## src/design/frontend_params.svh

```systemverilog
`ifndef FRONTEND_PARAMS_SVH
`define FRONTEND_PARAMS_SVH

// program counter after reset
`define FE_RESET_PC     32'h1eceb000

// instruction and address width
`define FE_XLEN         32

// burst memory beat geometry
`define FE_BEAT_W       64
`define FE_BEATS        4

// one line is FE_BEATS beats
`define FE_LINE_W       256

// byte offset bits inside a line
`define FE_OFFSET_W     5

// entries in the fetch queue
`define FE_QUEUE_DEPTH  8

`endif

```

## src/design/frontend_pkg.sv

```systemverilog
`include "frontend_params.svh"

package frontend_pkg;

    // read request for one line, held until the response strobe
    typedef struct packed {
        logic                   valid;
        logic [`FE_XLEN-1:0]    addr;   // line aligned
    } line_req_t;

    // line response, valid is a one-cycle strobe
    typedef struct packed {
        logic                   valid;
        logic [`FE_LINE_W-1:0]  data;
    } line_rsp_t;

    // one fetched instruction with its pc
    typedef struct packed {
        logic [`FE_XLEN-1:0]    pc;
        logic [`FE_XLEN-1:0]    inst;
    } fetch_entry_t;

    // taken branch from the back end
    typedef struct packed {
        logic                   taken;
        logic [`FE_XLEN-1:0]    target;
    } redirect_t;

endpackage : frontend_pkg

```

## src/design/burst_adapter.sv

```systemverilog
`timescale 1ns/1ps
`include "frontend_params.svh"

module burst_adapter
import frontend_pkg::*;
(
    input   logic                   clk,
    input   logic                   rst,

    input   logic [`FE_XLEN-1:0]    bmem_raddr_i,
    input   logic [`FE_BEAT_W-1:0]  bmem_rdata_i,
    input   logic                   bmem_rvalid_i,

    output  line_rsp_t              line_o
);

    localparam int CNT_W = $clog2(`FE_BEATS);

    logic [CNT_W-1:0]                       beat_cnt;
    logic                                   line_valid_q;
    logic [`FE_LINE_W-1:0]                  line_buf;
    logic [`FE_XLEN-`FE_OFFSET_W-1:0]       first_line_q;
    logic                                   last_beat;

    assign last_beat = bmem_rvalid_i && (beat_cnt == CNT_W'(`FE_BEATS - 1));

    always_ff @(posedge clk) begin
        if (rst) begin
            beat_cnt     <= '0;
            line_valid_q <= 1'b0;
        end else begin
            line_valid_q <= last_beat;  // strobe one cycle after beat 4
            if (bmem_rvalid_i) begin
                beat_cnt <= beat_cnt + 1'b1;   // wraps after the last beat
            end
        end
    end

    // beat k lands in bits [64k +: 64]
    always_ff @(posedge clk) begin
        if (bmem_rvalid_i) begin
            line_buf[beat_cnt*`FE_BEAT_W +: `FE_BEAT_W] <= bmem_rdata_i;
        end
        if (bmem_rvalid_i && beat_cnt == '0) begin
            first_line_q <= bmem_raddr_i[`FE_XLEN-1:`FE_OFFSET_W];
        end
    end

    assign line_o.valid = line_valid_q;
    assign line_o.data  = line_buf;

    strobe_one_cycle: assert property (@(posedge clk) disable iff (rst)
        line_valid_q |=> !line_valid_q);

    // all beats of a burst come from the same line
    beats_same_line: assert property (@(posedge clk) disable iff (rst)
        (bmem_rvalid_i && beat_cnt != '0) |->
            (bmem_raddr_i[`FE_XLEN-1:`FE_OFFSET_W] == first_line_q));

endmodule : burst_adapter

```

## src/design/mem_arbiter.sv

```systemverilog
`timescale 1ns/1ps
`include "frontend_params.svh"

module mem_arbiter
import frontend_pkg::*;
(
    input   logic                   clk,
    input   logic                   rst,

    input   line_req_t              ireq_i,
    input   line_req_t              dreq_i,
    output  line_rsp_t              irsp_o,
    output  line_rsp_t              drsp_o,

    input   line_rsp_t              line_i,

    input   logic                   bmem_ready_i,
    output  logic [`FE_XLEN-1:0]    bmem_addr_o,
    output  logic                   bmem_read_o
);

    typedef enum logic [1:0] {
        ST_IDLE,
        ST_ISSUE,
        ST_WAIT
    } arb_state_e;

    arb_state_e             state_q, state_d;
    logic                   gnt_data_q, gnt_data_d;
    logic [`FE_XLEN-1:0]    addr_q, addr_d;

    always_comb begin
        state_d     = state_q;
        gnt_data_d  = gnt_data_q;
        addr_d      = addr_q;
        bmem_addr_o = addr_q;
        bmem_read_o = 1'b0;
        case (state_q)
            ST_IDLE: begin
                if (dreq_i.valid || ireq_i.valid) begin
                    gnt_data_d  = dreq_i.valid;     // data side wins
                    addr_d      = dreq_i.valid ? dreq_i.addr : ireq_i.addr;
                    bmem_addr_o = addr_d;
                    bmem_read_o = bmem_ready_i;
                    state_d     = bmem_ready_i ? ST_WAIT : ST_ISSUE;
                end
            end
            ST_ISSUE: begin
                bmem_read_o = bmem_ready_i;
                if (bmem_ready_i) begin
                    state_d = ST_WAIT;
                end
            end
            ST_WAIT: begin
                if (line_i.valid) begin
                    state_d = ST_IDLE;
                end
            end
            default: state_d = ST_IDLE;
        endcase
    end

    always_ff @(posedge clk) begin
        if (rst) begin
            state_q    <= ST_IDLE;
            gnt_data_q <= 1'b0;
        end else begin
            state_q    <= state_d;
            gnt_data_q <= gnt_data_d;
        end
    end

    always_ff @(posedge clk) begin
        addr_q <= addr_d;
    end

    // line goes back to the granted side only
    assign irsp_o.valid = line_i.valid && (state_q == ST_WAIT) && !gnt_data_q;
    assign irsp_o.data  = line_i.data;
    assign drsp_o.valid = line_i.valid && (state_q == ST_WAIT) && gnt_data_q;
    assign drsp_o.data  = line_i.data;

    one_burst_outstanding: assert property (@(posedge clk) disable iff (rst)
        bmem_read_o |=> (!bmem_read_o throughout line_i.valid [->1]));

endmodule : mem_arbiter

```

## src/design/fetch_ctrl.sv

```systemverilog
`timescale 1ns/1ps
`include "frontend_params.svh"

module fetch_ctrl
import frontend_pkg::*;
(
    input   logic           clk,
    input   logic           rst,

    input   redirect_t      redirect_i,
    input   logic           full_i,

    output  line_req_t      ireq_o,
    input   line_rsp_t      irsp_i,

    output  logic           push_o,
    output  fetch_entry_t   entry_o
);

    localparam int TAG_W  = `FE_XLEN - `FE_OFFSET_W;
    localparam int WSEL_W = `FE_OFFSET_W - 2;

    logic [`FE_XLEN-1:0]    pc_q;
    logic                   buf_valid_q;
    logic [TAG_W-1:0]       buf_tag_q;
    logic [`FE_LINE_W-1:0]  buf_data_q;
    logic                   req_valid_q;
    logic [`FE_XLEN-1:0]    req_addr_q;
    logic                   discard_q;
    logic                   line_hit;
    logic                   take_redirect;
    logic [WSEL_W-1:0]      word_sel;

    assign take_redirect = redirect_i.taken;
    assign line_hit      = buf_valid_q && (buf_tag_q == pc_q[`FE_XLEN-1:`FE_OFFSET_W]);
    assign word_sel      = pc_q[`FE_OFFSET_W-1:2];

    // nothing pushed in the flush cycle
    assign push_o        = line_hit && !full_i && !take_redirect;
    assign entry_o.pc    = pc_q;
    assign entry_o.inst  = buf_data_q[word_sel*`FE_XLEN +: `FE_XLEN];

    assign ireq_o.valid  = req_valid_q;
    assign ireq_o.addr   = req_addr_q;

    always_ff @(posedge clk) begin
        if (rst) begin
            pc_q        <= `FE_RESET_PC;
            buf_valid_q <= 1'b0;
            req_valid_q <= 1'b0;
            discard_q   <= 1'b0;
        end else begin
            if (take_redirect) begin
                pc_q <= redirect_i.target;
            end else if (push_o) begin
                pc_q <= pc_q + 32'd4;
            end

            if (irsp_i.valid) begin
                req_valid_q <= 1'b0;
            end else if (!req_valid_q && !line_hit && !take_redirect) begin
                req_valid_q <= 1'b1;    // line miss
            end

            if (take_redirect) begin
                buf_valid_q <= 1'b0;
                discard_q   <= req_valid_q && !irsp_i.valid;  // old line still in flight
            end else if (irsp_i.valid) begin
                buf_valid_q <= !discard_q;
                discard_q   <= 1'b0;
            end
        end
    end

    always_ff @(posedge clk) begin
        if (!req_valid_q) begin
            req_addr_q <= {pc_q[`FE_XLEN-1:`FE_OFFSET_W], {`FE_OFFSET_W{1'b0}}};
        end
        if (irsp_i.valid) begin
            buf_tag_q  <= req_addr_q[`FE_XLEN-1:`FE_OFFSET_W];
            buf_data_q <= irsp_i.data;
        end
    end

endmodule : fetch_ctrl

```

## src/design/fetch_queue.sv

```systemverilog
`timescale 1ns/1ps
`include "frontend_params.svh"

module fetch_queue
import frontend_pkg::*;
(
    input   logic           clk,
    input   logic           rst,

    input   logic           push_i,
    input   fetch_entry_t   entry_i,
    input   logic           deq_i,
    input   logic           flush_i,

    output  fetch_entry_t   head_o,
    output  logic           valid_o,
    output  logic           full_o
);

    localparam int PTR_W = $clog2(`FE_QUEUE_DEPTH);

    fetch_entry_t       mem [`FE_QUEUE_DEPTH];
    logic [PTR_W-1:0]   wr_ptr, rd_ptr;
    logic [PTR_W:0]     count;
    logic               do_push, do_pop;

    assign valid_o = (count != '0);
    assign full_o  = (count == (PTR_W+1)'(`FE_QUEUE_DEPTH));
    assign head_o  = mem[rd_ptr];

    assign do_push = push_i && !full_o;
    assign do_pop  = deq_i && valid_o;

    always_ff @(posedge clk) begin
        if (rst || flush_i) begin
            wr_ptr <= '0;
            rd_ptr <= '0;
            count  <= '0;
        end else begin
            if (do_push) begin
                wr_ptr <= wr_ptr + 1'b1;
            end
            if (do_pop) begin
                rd_ptr <= rd_ptr + 1'b1;
            end
            count <= count + (PTR_W+1)'(do_push) - (PTR_W+1)'(do_pop);
        end
    end

    always_ff @(posedge clk) begin
        if (do_push) begin
            mem[wr_ptr] <= entry_i;
        end
    end

    no_push_when_full: assert property (@(posedge clk) disable iff (rst)
        push_i |-> !full_o);

    no_pop_when_empty: assert property (@(posedge clk) disable iff (rst)
        deq_i |-> valid_o);

endmodule : fetch_queue

```

## src/design/fetch_frontend.sv

```systemverilog
`timescale 1ns/1ps
`include "frontend_params.svh"

module fetch_frontend
import frontend_pkg::*;
(
    input   logic                   clk,
    input   logic                   rst,

    input   redirect_t              redirect_i,
    input   logic                   deq_i,
    output  fetch_entry_t           inst_o,
    output  logic                   inst_valid_o,

    input   line_req_t              dreq_i,
    output  line_rsp_t              drsp_o,

    output  logic [`FE_XLEN-1:0]    bmem_addr_o,
    output  logic                   bmem_read_o,
    input   logic                   bmem_ready_i,
    input   logic [`FE_XLEN-1:0]    bmem_raddr_i,
    input   logic [`FE_BEAT_W-1:0]  bmem_rdata_i,
    input   logic                   bmem_rvalid_i
);

    line_req_t      ireq;
    line_rsp_t      irsp;
    line_rsp_t      line;
    logic           push;
    fetch_entry_t   entry;
    logic           queue_full;

    fetch_ctrl fetch_ctrl_i (
        .clk        (clk),
        .rst        (rst),
        .redirect_i (redirect_i),
        .full_i     (queue_full),
        .ireq_o     (ireq),
        .irsp_i     (irsp),
        .push_o     (push),
        .entry_o    (entry)
    );

    fetch_queue fetch_queue_i (
        .clk        (clk),
        .rst        (rst),
        .push_i     (push),
        .entry_i    (entry),
        .deq_i      (deq_i),
        .flush_i    (redirect_i.taken),  // empties in the redirect cycle
        .head_o     (inst_o),
        .valid_o    (inst_valid_o),
        .full_o     (queue_full)
    );

    mem_arbiter mem_arbiter_i (
        .clk          (clk),
        .rst          (rst),
        .ireq_i       (ireq),
        .dreq_i       (dreq_i),
        .irsp_o       (irsp),
        .drsp_o       (drsp_o),
        .line_i       (line),
        .bmem_ready_i (bmem_ready_i),
        .bmem_addr_o  (bmem_addr_o),
        .bmem_read_o  (bmem_read_o)
    );

    burst_adapter burst_adapter_i (
        .clk           (clk),
        .rst           (rst),
        .bmem_raddr_i  (bmem_raddr_i),
        .bmem_rdata_i  (bmem_rdata_i),
        .bmem_rvalid_i (bmem_rvalid_i),
        .line_o        (line)
    );

endmodule : fetch_frontend

```

## config.mk

```make
export PLATFORM = sky130hd
export DESIGN_NAME = fetch_frontend
export DESIGN_NICKNAME = d
export VERILOG_FILES = /design/src/design/frontend_pkg.sv /design/src/design/burst_adapter.sv /design/src/design/mem_arbiter.sv /design/src/design/fetch_ctrl.sv /design/src/design/fetch_queue.sv /design/src/design/fetch_frontend.sv
export VERILOG_INCLUDE_DIRS = /design/src /design/src/design
export SDC_FILE = /design/constraint.sdc
export NUM_CORES = 1
export LEC_CHECK = 0
export BUFFER_PORTS_ARGS = -buffer_cell sky130_fd_sc_hd__buf_2
export CORE_MARGIN = 3
export CORE_UTILIZATION = 60
export CTS_CLUSTER_DIAMETER = 40
export DETAILED_ROUTE_END_ITERATION = 8
export GPL_ROUTABILITY_DRIVEN = 0
export MAX_ROUTING_LAYER = met4
export PLACE_DENSITY = 0.9
export SLEW_MARGIN = 25
export SYNTH_ARGS = -nofsm -noshare
export SYNTH_HDL_FRONTEND = slang
export SYNTH_HIERARCHICAL = 1
export SYNTH_SLANG_ARGS = --single-unit
```

## constraint.sdc

```tcl
create_clock -name clk -period 84.7 [get_ports clk]
set_clock_uncertainty 0.1 [all_clocks]
set_input_delay 8.47 -clock clk [delete_from_list [all_inputs] [get_ports clk]]
set_output_delay 8.47 -clock clk [all_outputs]
set_load 0.01 [all_outputs]
```

== After elaboration in Yosys (flattened, before gate mapping) ==
Memories as Yosys holds them, arrays and structs flattened. A register that Yosys moved wholly into a read port is not among the register bits.
Index checks and enable logic that the tools add are counted.

* Add/subtract/negate cells: 7
* Equal/unequal tests: 8
* Shift-type cells: 3
* Multiplexer cells: 19
* Reductions and logical operators: 29

{| class="wikitable"
|+ Operators by type and width
! kind !! count
|-
| 256-bit bitwise mux || 1
|-
| 64-bit by 34-bit variable shift with 256-bit output, first input constant || 1
|-
| 256-bit by 9-bit indexed part select with 32-bit output || 1
|-
| 64-bit by 34-bit indexed part select with 256-bit output || 1
|-
| 32-bit 2-to-1 mux || 5
|-
| 8-bit negator with 34-bit output || 1
|-
| 32-bit by 3-bit adder with 32-bit output, second input constant || 1
|-
| 27-bit equality test || 1
|-
| 1-bit logical AND || 12
|-
| 2-bit 2-to-1 mux || 4
|-
| 1-bit logical NOT || 7
|-
| 3-bit by 1-bit adder with 3-bit output, second input constant || 2
|-
| 3-bit 2-to-1 mux || 2
|-
| 2-bit one-hot mux with 3 select lines || 1
|-
| 1-bit 2-to-1 mux || 5
|-
| 4-bit by 1-bit adder with 4-bit output || 1
|-
| 2-bit equality test, second input constant || 2
|-
| 4-bit equality test, second input constant || 1
|-
| 2-bit by 1-bit != test with 1-bit output, second input constant || 2
|-
| 2-bit nonzero test || 2
|-
| 4-bit nonzero test || 1
|-
| 2-bit OR reduction || 2
|-
| 4-bit by 1-bit subtractor with 4-bit output || 1
|-
| 3-bit AND reduction || 1
|-
| 7 further kinds || 8
|}

* Flip-flop bits (word level): 649
* Bits in writable memories: 512
* Input port bits: 167
* Memories kept: 1

{| class="wikitable"
|+ Memory list
! name !! words !! bits a word !! rd ports !! clocked after memory_dff !! wr ports !! line !! source
|-
| fetch_queue_i.mem || 8 || 64 || 1 || 1 || 1 || fetch_queue.sv:22 || <nowiki>fetch_entry_t mem [`FE_QUEUE_DEPTH];</nowiki>
|}

== Longest topological paths before layout ==
Gate-level depths: netlist (run 1).

* Word-level depth: 7
* Gate-level depth with buffers: 14
* Gate-level depth less buffers: 13

== Hierarchy ==
Netlist (run 1), hierarchy kept.

{| class="wikitable"
|+ Modules (own cells, without submodules)
! module !! times used !! cells each !! area an instance (um2)
|-
| fetch_queue || 1 || 819 || 19924.1
|-
| fetch_ctrl || 1 || 703 || 13461.7
|-
| burst_adapter || 1 || 584 || 9733.1
|-
| mem_arbiter || 1 || 630 || 5576.6
|}

== Least setup slack after synthesis (run 1) ==
Ideal clock, no wire load.

* Path kind: register to register
* From: reg mem_arbiter_i.state_q[0]
* To: reg fetch_ctrl_i.buf_valid_q
* Library setup time: 1.135 ns
* Arrival: 28.417 ns
* Required time: 83.465 ns
* Slack: 55.048 ns
* Stages on the path, launching flop included: 3
* Cells stage by stage: dfxtp_1 > nor4bb_1 > a211oi_1

{| class="wikitable"
|+ RTL lines
! what !! line !! source
|-
| start: declaration || mem_arbiter.sv:28 || <nowiki>arb_state_e state_q, state_d;</nowiki>
|-
| start signal: assignment || mem_arbiter.sv:68 || <nowiki>state_q <= state_d;</nowiki>
|-
| end signal: assignment || fetch_ctrl.sv:69 || <nowiki>buf_valid_q <= !discard_q;</nowiki>
|-
| end: declaration || fetch_ctrl.sv:24 || <nowiki>logic buf_valid_q;</nowiki>
|}

== Final worst setup path (run 1) ==
* From: in dreq_i[32] (netlist name)
* To: out bmem_addr_o[21]

* Word-level cells in the longest chain between the ends: 3

{| class="wikitable"
|+ Ends and longest elaborated chain
! what !! line !! source
|-
| start: declaration || fetch_frontend.sv:15 || <nowiki>input line_req_t dreq_i,</nowiki>
|-
| 32-bit 2-to-1 mux / 1-bit logical OR (equally long branches) || mem_arbiter.sv:42, mem_arbiter.sv:40 ||
|-
| 32-bit 2-to-1 mux (*) (2 in a row) || n/a ||
|-
| end: declaration || fetch_frontend.sv:18 || <nowiki>output logic [`FE_XLEN-1:0] bmem_addr_o,</nowiki>
|}

Mark *: on every way between the ends. The rest lies on a longest branch, timed or not.

==> results of run 1 <==
[Yosys cell counts (18+ instances only)]
| cell | count |
|---|---|
| xor2_1 | 21 |
| and2_1 | 91 |
| clkbuf_1 | 56 |
| dfxtp_1 | 86 |
| nand2_1 | 21 |
| mux2_2 | 101 |
| mux2_1 | 29 |
| nor2_1 | 33 |
| and3_1 | 186 |
| mux4_2 | 192 |
| buf_4 | 521 |
| edfxtp_1 | 1078 |
| inv_1 | 18 |
| mux2_4 | 30 |
| xnor2_1 | 21 |
[flip-flops by register name, summed over array words and instances (netlist names), named ones only]
register and flops:
fetch_queue_i/mem 512, mem_arbiter_i/state_q 2, fetch_ctrl_i/buf_tag_q 27, fetch_queue_i/rd_ptr 3
fetch_ctrl_i/pc_q 32, fetch_queue_i/wr_ptr 3, fetch_ctrl_i/req_addr_q 27, fetch_ctrl_i/buf_data_q 256
mem_arbiter_i/addr_q 32, fetch_ctrl_i/req_valid_q 1, mem_arbiter_i/gnt_data_q 1, fetch_ctrl_i/buf_valid_q 1
fetch_ctrl_i/discard_q 1, burst_adapter_i/line_buf 256, burst_adapter_i/line_valid_q 1, fetch_queue_i/count 4
burst_adapter_i/beat_cnt 2
[cell type report]
class / count / area (µm²) / area share, %
timing repair buffer: 530 / 2820 / 5.35
clock buffer: 149 / 3230 / 6.15
tap: 1050 / 1310 / 2.50
multi-input combinational: 918 / 10100 / 19.2
antenna: 12 / 30.0 / 0.0571
sequential: 1164 / 34100 / 64.8
inverter: 18 / 67.6 / 0.128
clock inverter: 80 / 946 / 1.80
[power by group through the flow]
stage	clock (mW)	combinational [mW]	sequential [mW]
6_report	0.542	0.0898	0.656
5_1_grt	0.568	0.0949	0.657
4_1_cts	0.547	0.0893	0.655
3_5_place_dp	0	0.0873	0.667
3_3_place_gp	0	0.0832	0.666
2_1_floorplan	0	0.0664	0.662
[cell families after synthesis]
family / after synthesis / synth area share [%]
AOI/OAI and AO/OA: 56 / 0.868
xor gates and xnor gates: 42 / 0.755
adders and majority gates: 14 / 0.375
buffers and inverters: 658 / 9.50
DFF: 1164 / 70.0
muxes: 367 / 13.1
other: 1 / 0.00770
and+or+nand+nor: 434 / 5.36
[stage by stage]
stage          total power [mW]  instance area, µm²  utilization [%]  setup WS (ps)
4_1_cts                    1.29               52600             66.0          65800
6_report                   1.29               52600             66.1          65780
3_5_place_dp              0.754               48400             60.8          65810
2_1_floorplan             0.728               48700                -          55050
3_3_place_gp              0.749               48300             60.7          65930
5_1_grt                    1.32               52600             66.1          65690
[critical path, delay by kind of cell]
| family | cells | cell delay, ps |
|---|---|---|
| buffers and inverters | 2 | 760 |
| muxes | 1 | 430 |
| AOI/OAI and AO/OA | 1 | 660 |
[metal layers]
| layer | GRT usage (%) | vias to the layer above | share of wire (%) |
|---|---|---|---|
| met4 | 13.6 | 0 | 5.8 |
| met2 | 45.0 | 1840 | 50 |
| met5 | - | - | 0 |
| met3 | 6.42 | 393 | 10 |
| met1 | 34.2 | 12500 | 34 |
| li1 | - | 10000 | - |
[layout by cell type (no fill, tap or decap), types with 35 or more instances in the layout]
cell type	count
and2_1	87
and3_1	186
buf_2	489
buf_4	35
clkbuf_16	122
dfxtp_1	80
edfxtp_1	1078
mux2_2	101
mux4_2	192
[path summary, 6_finish.rpt]
| kind | slack [ps] | to | from | depth (start not counted) |
|---|---|---|---|---|
| max reg2reg | 79320 | fetch_queue_i/mem[5][15] | fetch_ctrl_i/pc_q[28] | 8 |
| min reg2reg | 330 | fetch_ctrl_i/buf_data_q[87] | burst_adapter_i/line_buf[87] | 0 |
| min | 330 | fetch_ctrl_i/buf_data_q[87] | burst_adapter_i/line_buf[87] | 0 |
| max | 65780 | bmem_addr_o[21] | dreq_i[32] | 4 |
==> metrics.csv, run 1 <==
metric;value;unit
CTS buffer count;121;
Leak;18.4;nW
number of flops mapped to enable cells by yosys;1078;
# Post-CTS Setup Buffers;0;
Core Region;0.0796;mm²
Sw Ratio;23.2;%
WL/cell;29.7;µm
Seq/Total Area, Yosys;70.0;%
Worst setup EP type;output port;
RSZ-0062 raised after global routing;no;
max cap viols;0;
Yosys reg bits;1164;
mapped cell area;0.0487;mm²
final period utilization;22.3;%
quantity of gates resized following cts;0;
final WL;117000;µm
Yosys top cell by area;edfxtp_1;
first-pass GRT wire length;171000;µm
outcome;finished clean;
Die Y-Extent;291;µm
startpoint class of the critical path;input port;
Clk network pwr share;42.1;%
grt total ovfl;0;
row count;103;
Cell Int Power;0.989;mW
H-tree depth;3;
share of the synthesized area in the top cell type;66.5;%
crit path DAT;10350;ps
placed cells;3680;
drt first pass iters;8;
final setup fails;0;
Comb pwr share;7.0;%
clk_lat worst skew;730;ps
DRC violations left;0;
CTS Root Cell;clkbuf_16;
Nets;2934;
Seq pwr share;50.9;%
PwrDens;24.5;mW/mm²
Final Hold Vio Count;0;
layout cell share with drive strength beyond 1;37.8;%
clock tree sinks;1164;
Mean Syn Cell Area;17.8;µm²
cell count after synthesis;2736;
DR iter-0 viols;2664;
Slew @ Worst Pin;1010;ps
Highest Clock Rate;52.8;MHz
drt via density;6.32;
Top Ports;522;
initial core utilization;61.1;%
Port Buf Inserts;489;
slowest stage delay, CP;660;ps
Synth Flop Type;edfxtp_1;
post-synthesis cell type count;60;
CP cell instances;buf_2 > o21a_4 > mux2_2 > buf_2;
setup total negative slack;0;ps
maximum vdd drop;21.4;µV
Chip Width;291;µm
Final Non-Filler Cells;3921;
Top cell by count, worst path;buf_2;
vias in the first global route;25500;
synth top area cells;edfxtp_1, mux4_2, buf_4;
worst setup path class;in -> out;
Final ANT Viol Nets;0;
Async SR Flop Fraction;0;%
Detailed Place HPWL;70900;µm
WHS;332;ps
Worst Hold Class;reg -> reg;
worst endpoint required time;76130;ps
layout overhead on the synthesized area;8.04;%
CP max stage cell;o21a_4;
Period minus WS final;18920;ps
sw power;0.298;mW
TritonCTS clock tree;yes;
cts hold-fix bufs;0;
die area;0.0846;mm²
largest net degree at the start of global routing;103;
Syn. warnings;6;
initial antenna violation count;13;
Fillers;4776;
Worst-path clk slew;70;ps
Slew Viols, Final;0;
relative slew slack;32.7;%
maximum fanout along the worst path;35;
CTS Buffer Depth;3;
total track usage;28.1;%
via count;24800;
Power figures use the tool's default switching activity.
==> inputs of run 2 (changes only) <==
CORE_UTILIZATION = 53   (was 60)
PLACE_DENSITY = 0.85   (was 0.9)
clock period = 16.61 ns   (was 84.7 ns; I/O delays follow)
==> metrics.csv, run 2 (same netlist as run 1, synthesis figures left out) <==
metric;value;unit
outcome;finished clean;
initial core utilization;53.8;%
Worst Reg2Reg Path Length in Cells;8;
crit path DAT;5640;ps
layout cell share with drive strength beyond 1;37.6;%
Highest Clock Rate;184;MHz
WL/cell;27.0;µm
Final Hold Vio Count;0;
met1 usage;29.5;%
Worst setup EP type;flop;
relative slew slack;28.9;%
startpoint class of the critical path;flop;
WHS Path Cells;0;
max cap viols;0;
Reg2Reg Setup Slack;11170;ps
GR peak layer;met2;
maximum vdd drop;112;µV
most common cell after layout, fill and taps aside;edfxtp_1;
RSZ-0062 raised after global routing;no;
row count;110;
final period utilization;32.7;%
Worst-path clk slew;60;ps
maximum fanout along the worst path;56;
routing usage on met3;6.19;%
Comb pwr share;6.9;%
Cell Int Power;5.03;mW
Clk network pwr share;41.7;%
setup total negative slack;0;ps
first-pass GRT wire length;159000;µm
via count;23700;
worst endpoint required time;16810;ps
clock tree sinks;1164;
Nets;2930;
clk_lat worst skew;710;ps
cts hold-fix bufs;0;
quantity of gates resized following cts;0;
Die Y-Extent;309;µm
Detailed Place HPWL;67000;µm
CTS buffer count;121;
total track usage;23.3;%
most flop-heavy register;fetch_queue_i/mem;
DRC violations left;0;
met2 GRT Util;36.5;%
sw power;1.47;mW
PwrDens;123;mW/mm²
drt first pass iters;5;
grt total ovfl;0;
Setup crit end;fetch_queue_i/mem[1][29];
worst setup path class;reg -> reg;
Worst Hold Class;reg -> reg;
H-tree depth;3;
Chip Width;309;µm
Final Non-Filler Cells;4043;
Sw Ratio;22.6;%
Core Region;0.0906;mm²
layout overhead on the synthesized area;8.10;%
Leak;18.3;nW
DR iter-0 viols;2175;
Period minus WS final;5440;ps
die area;0.0956;mm²
largest net degree at the start of global routing;125;
Port Buf Inserts;489;
Top Ports;522;
worst hold start;burst_adapter_i/line_buf[126];
R2R Path Start;fetch_ctrl_i/pc_q[28];
final WL;109000;µm
CTS Root Cell;clkbuf_16;
Seq pwr share;51.4;%
# Post-CTS Setup Buffers;0;
Critical Path Start;fetch_ctrl_i/pc_q[28];
TritonCTS clock tree;yes;
most frequent cells in the layout;edfxtp_1, buf_2, mux4_2, and3_1, clkbuf_16;
Final ANT Viol Nets;0;
number of flip-flops under the largest register name;512;
Slew Viols, Final;0;
vias in the first global route;23700;
Slew @ Worst Pin;1070;ps
drt via density;5.86;
Largest regs;fetch_queue_i/mem (512), burst_adapter_i/line_buf (256), fetch_ctrl_i/buf_data_q (256);
final setup fails;0;
placed cells;3799;
CTS Buffer Depth;3;
FF-to-FF End;fetch_queue_i/mem[1][29];
initial antenna violation count;16;
==> run 2: cell count changes in the layout (fill, tap and decap cells not counted), moves of 2 or more <==
cell | previous run | this run
and2_2 | 3 | 1
buf_6 | 2 | 8
and2_4 | 1 | 4
clkinv_4 | 5 | 11
clkbuf_1 | 19 | 21
buf_4 | 35 | 25
clkbuf_8 | 8 | 2
clkinv_16 | 6 | 0
diode_2 | 12 | 16
inv_6 | 10 | 8
==> run 2: stage by stage <==
| stage | worst slack (ps) | power (mW) | hold slack [ps] | area [µm²] | utilization [%] |
|---|---|---|---|---|---|
| 4_1_cts | 11210 | 6.52 | 336 | 52500 | 58.0 |
| 2_1_floorplan | 6270 | 3.71 | 311 | 48700 | - |
| 3_3_place_gp | 11330 | 3.83 | 324 | 48400 | 53.5 |
| 5_1_grt | 10910 | 6.68 | 340 | 52600 | 58.1 |
| 6_report | 11170 | 6.49 | 338 | 52600 | 58.1 |
| 3_5_place_dp | 11330 | 3.84 | 327 | 48500 | 53.5 |
==> run 2: final cells by class <==
type / instances / area [µm²]
diodes: 16 / 40.0
clock buffers: 146 / 3180
clock inverters: 79 / 852
fillers: 6294 / 37900
inverters: 18 / 67.6
multi-input cells: 918 / 10100
flip-flops and latches: 1164 / 34100
well taps: 1176 / 1470
repair buffers: 526 / 2820
==> run 2: worst max-delay path, stage by stage (launching register included) <==
cell,delay (ps)
dfxtp_1,640
xor2_1,250
nor4_1,790
nand3_1,390
or3_1,530
nor2_1,320
nand2_1,350
nor3_2,740
buf_4,870
==> run 2: routing by layer <==
layer  wire length, µm  up-vias
met5                 0        -
met4              4360        0
met3             10300      253
met2             53500     1239
met1             40800    12100
li1                  -    10100
==> run 2: how the worst min path moves through the flow <==
stage | end | slack [ps]
6_report | fetch_ctrl_i/buf_data_q[126] | 340
5_1_grt | fetch_ctrl_i/buf_data_q[87] | 340
4_1_cts | fetch_ctrl_i/buf_data_q[134] | 340
3_5_place_dp | fetch_ctrl_i/buf_data_q[86] | 330
3_3_place_gp | fetch_ctrl_i/buf_data_q[222] | 320
2_1_floorplan | fetch_ctrl_i/buf_valid_q | 310
==> run 2: power groups by stage <==
stage               clock [mW]  combinational [mW]  sequential (mW)
finish                    2.70               0.451             3.34
global placement             0               0.435             3.39
global route              2.86               0.481             3.34
CTS                       2.73               0.451             3.34
floorplan                    0               0.339             3.37
detailed placement           0               0.446             3.40
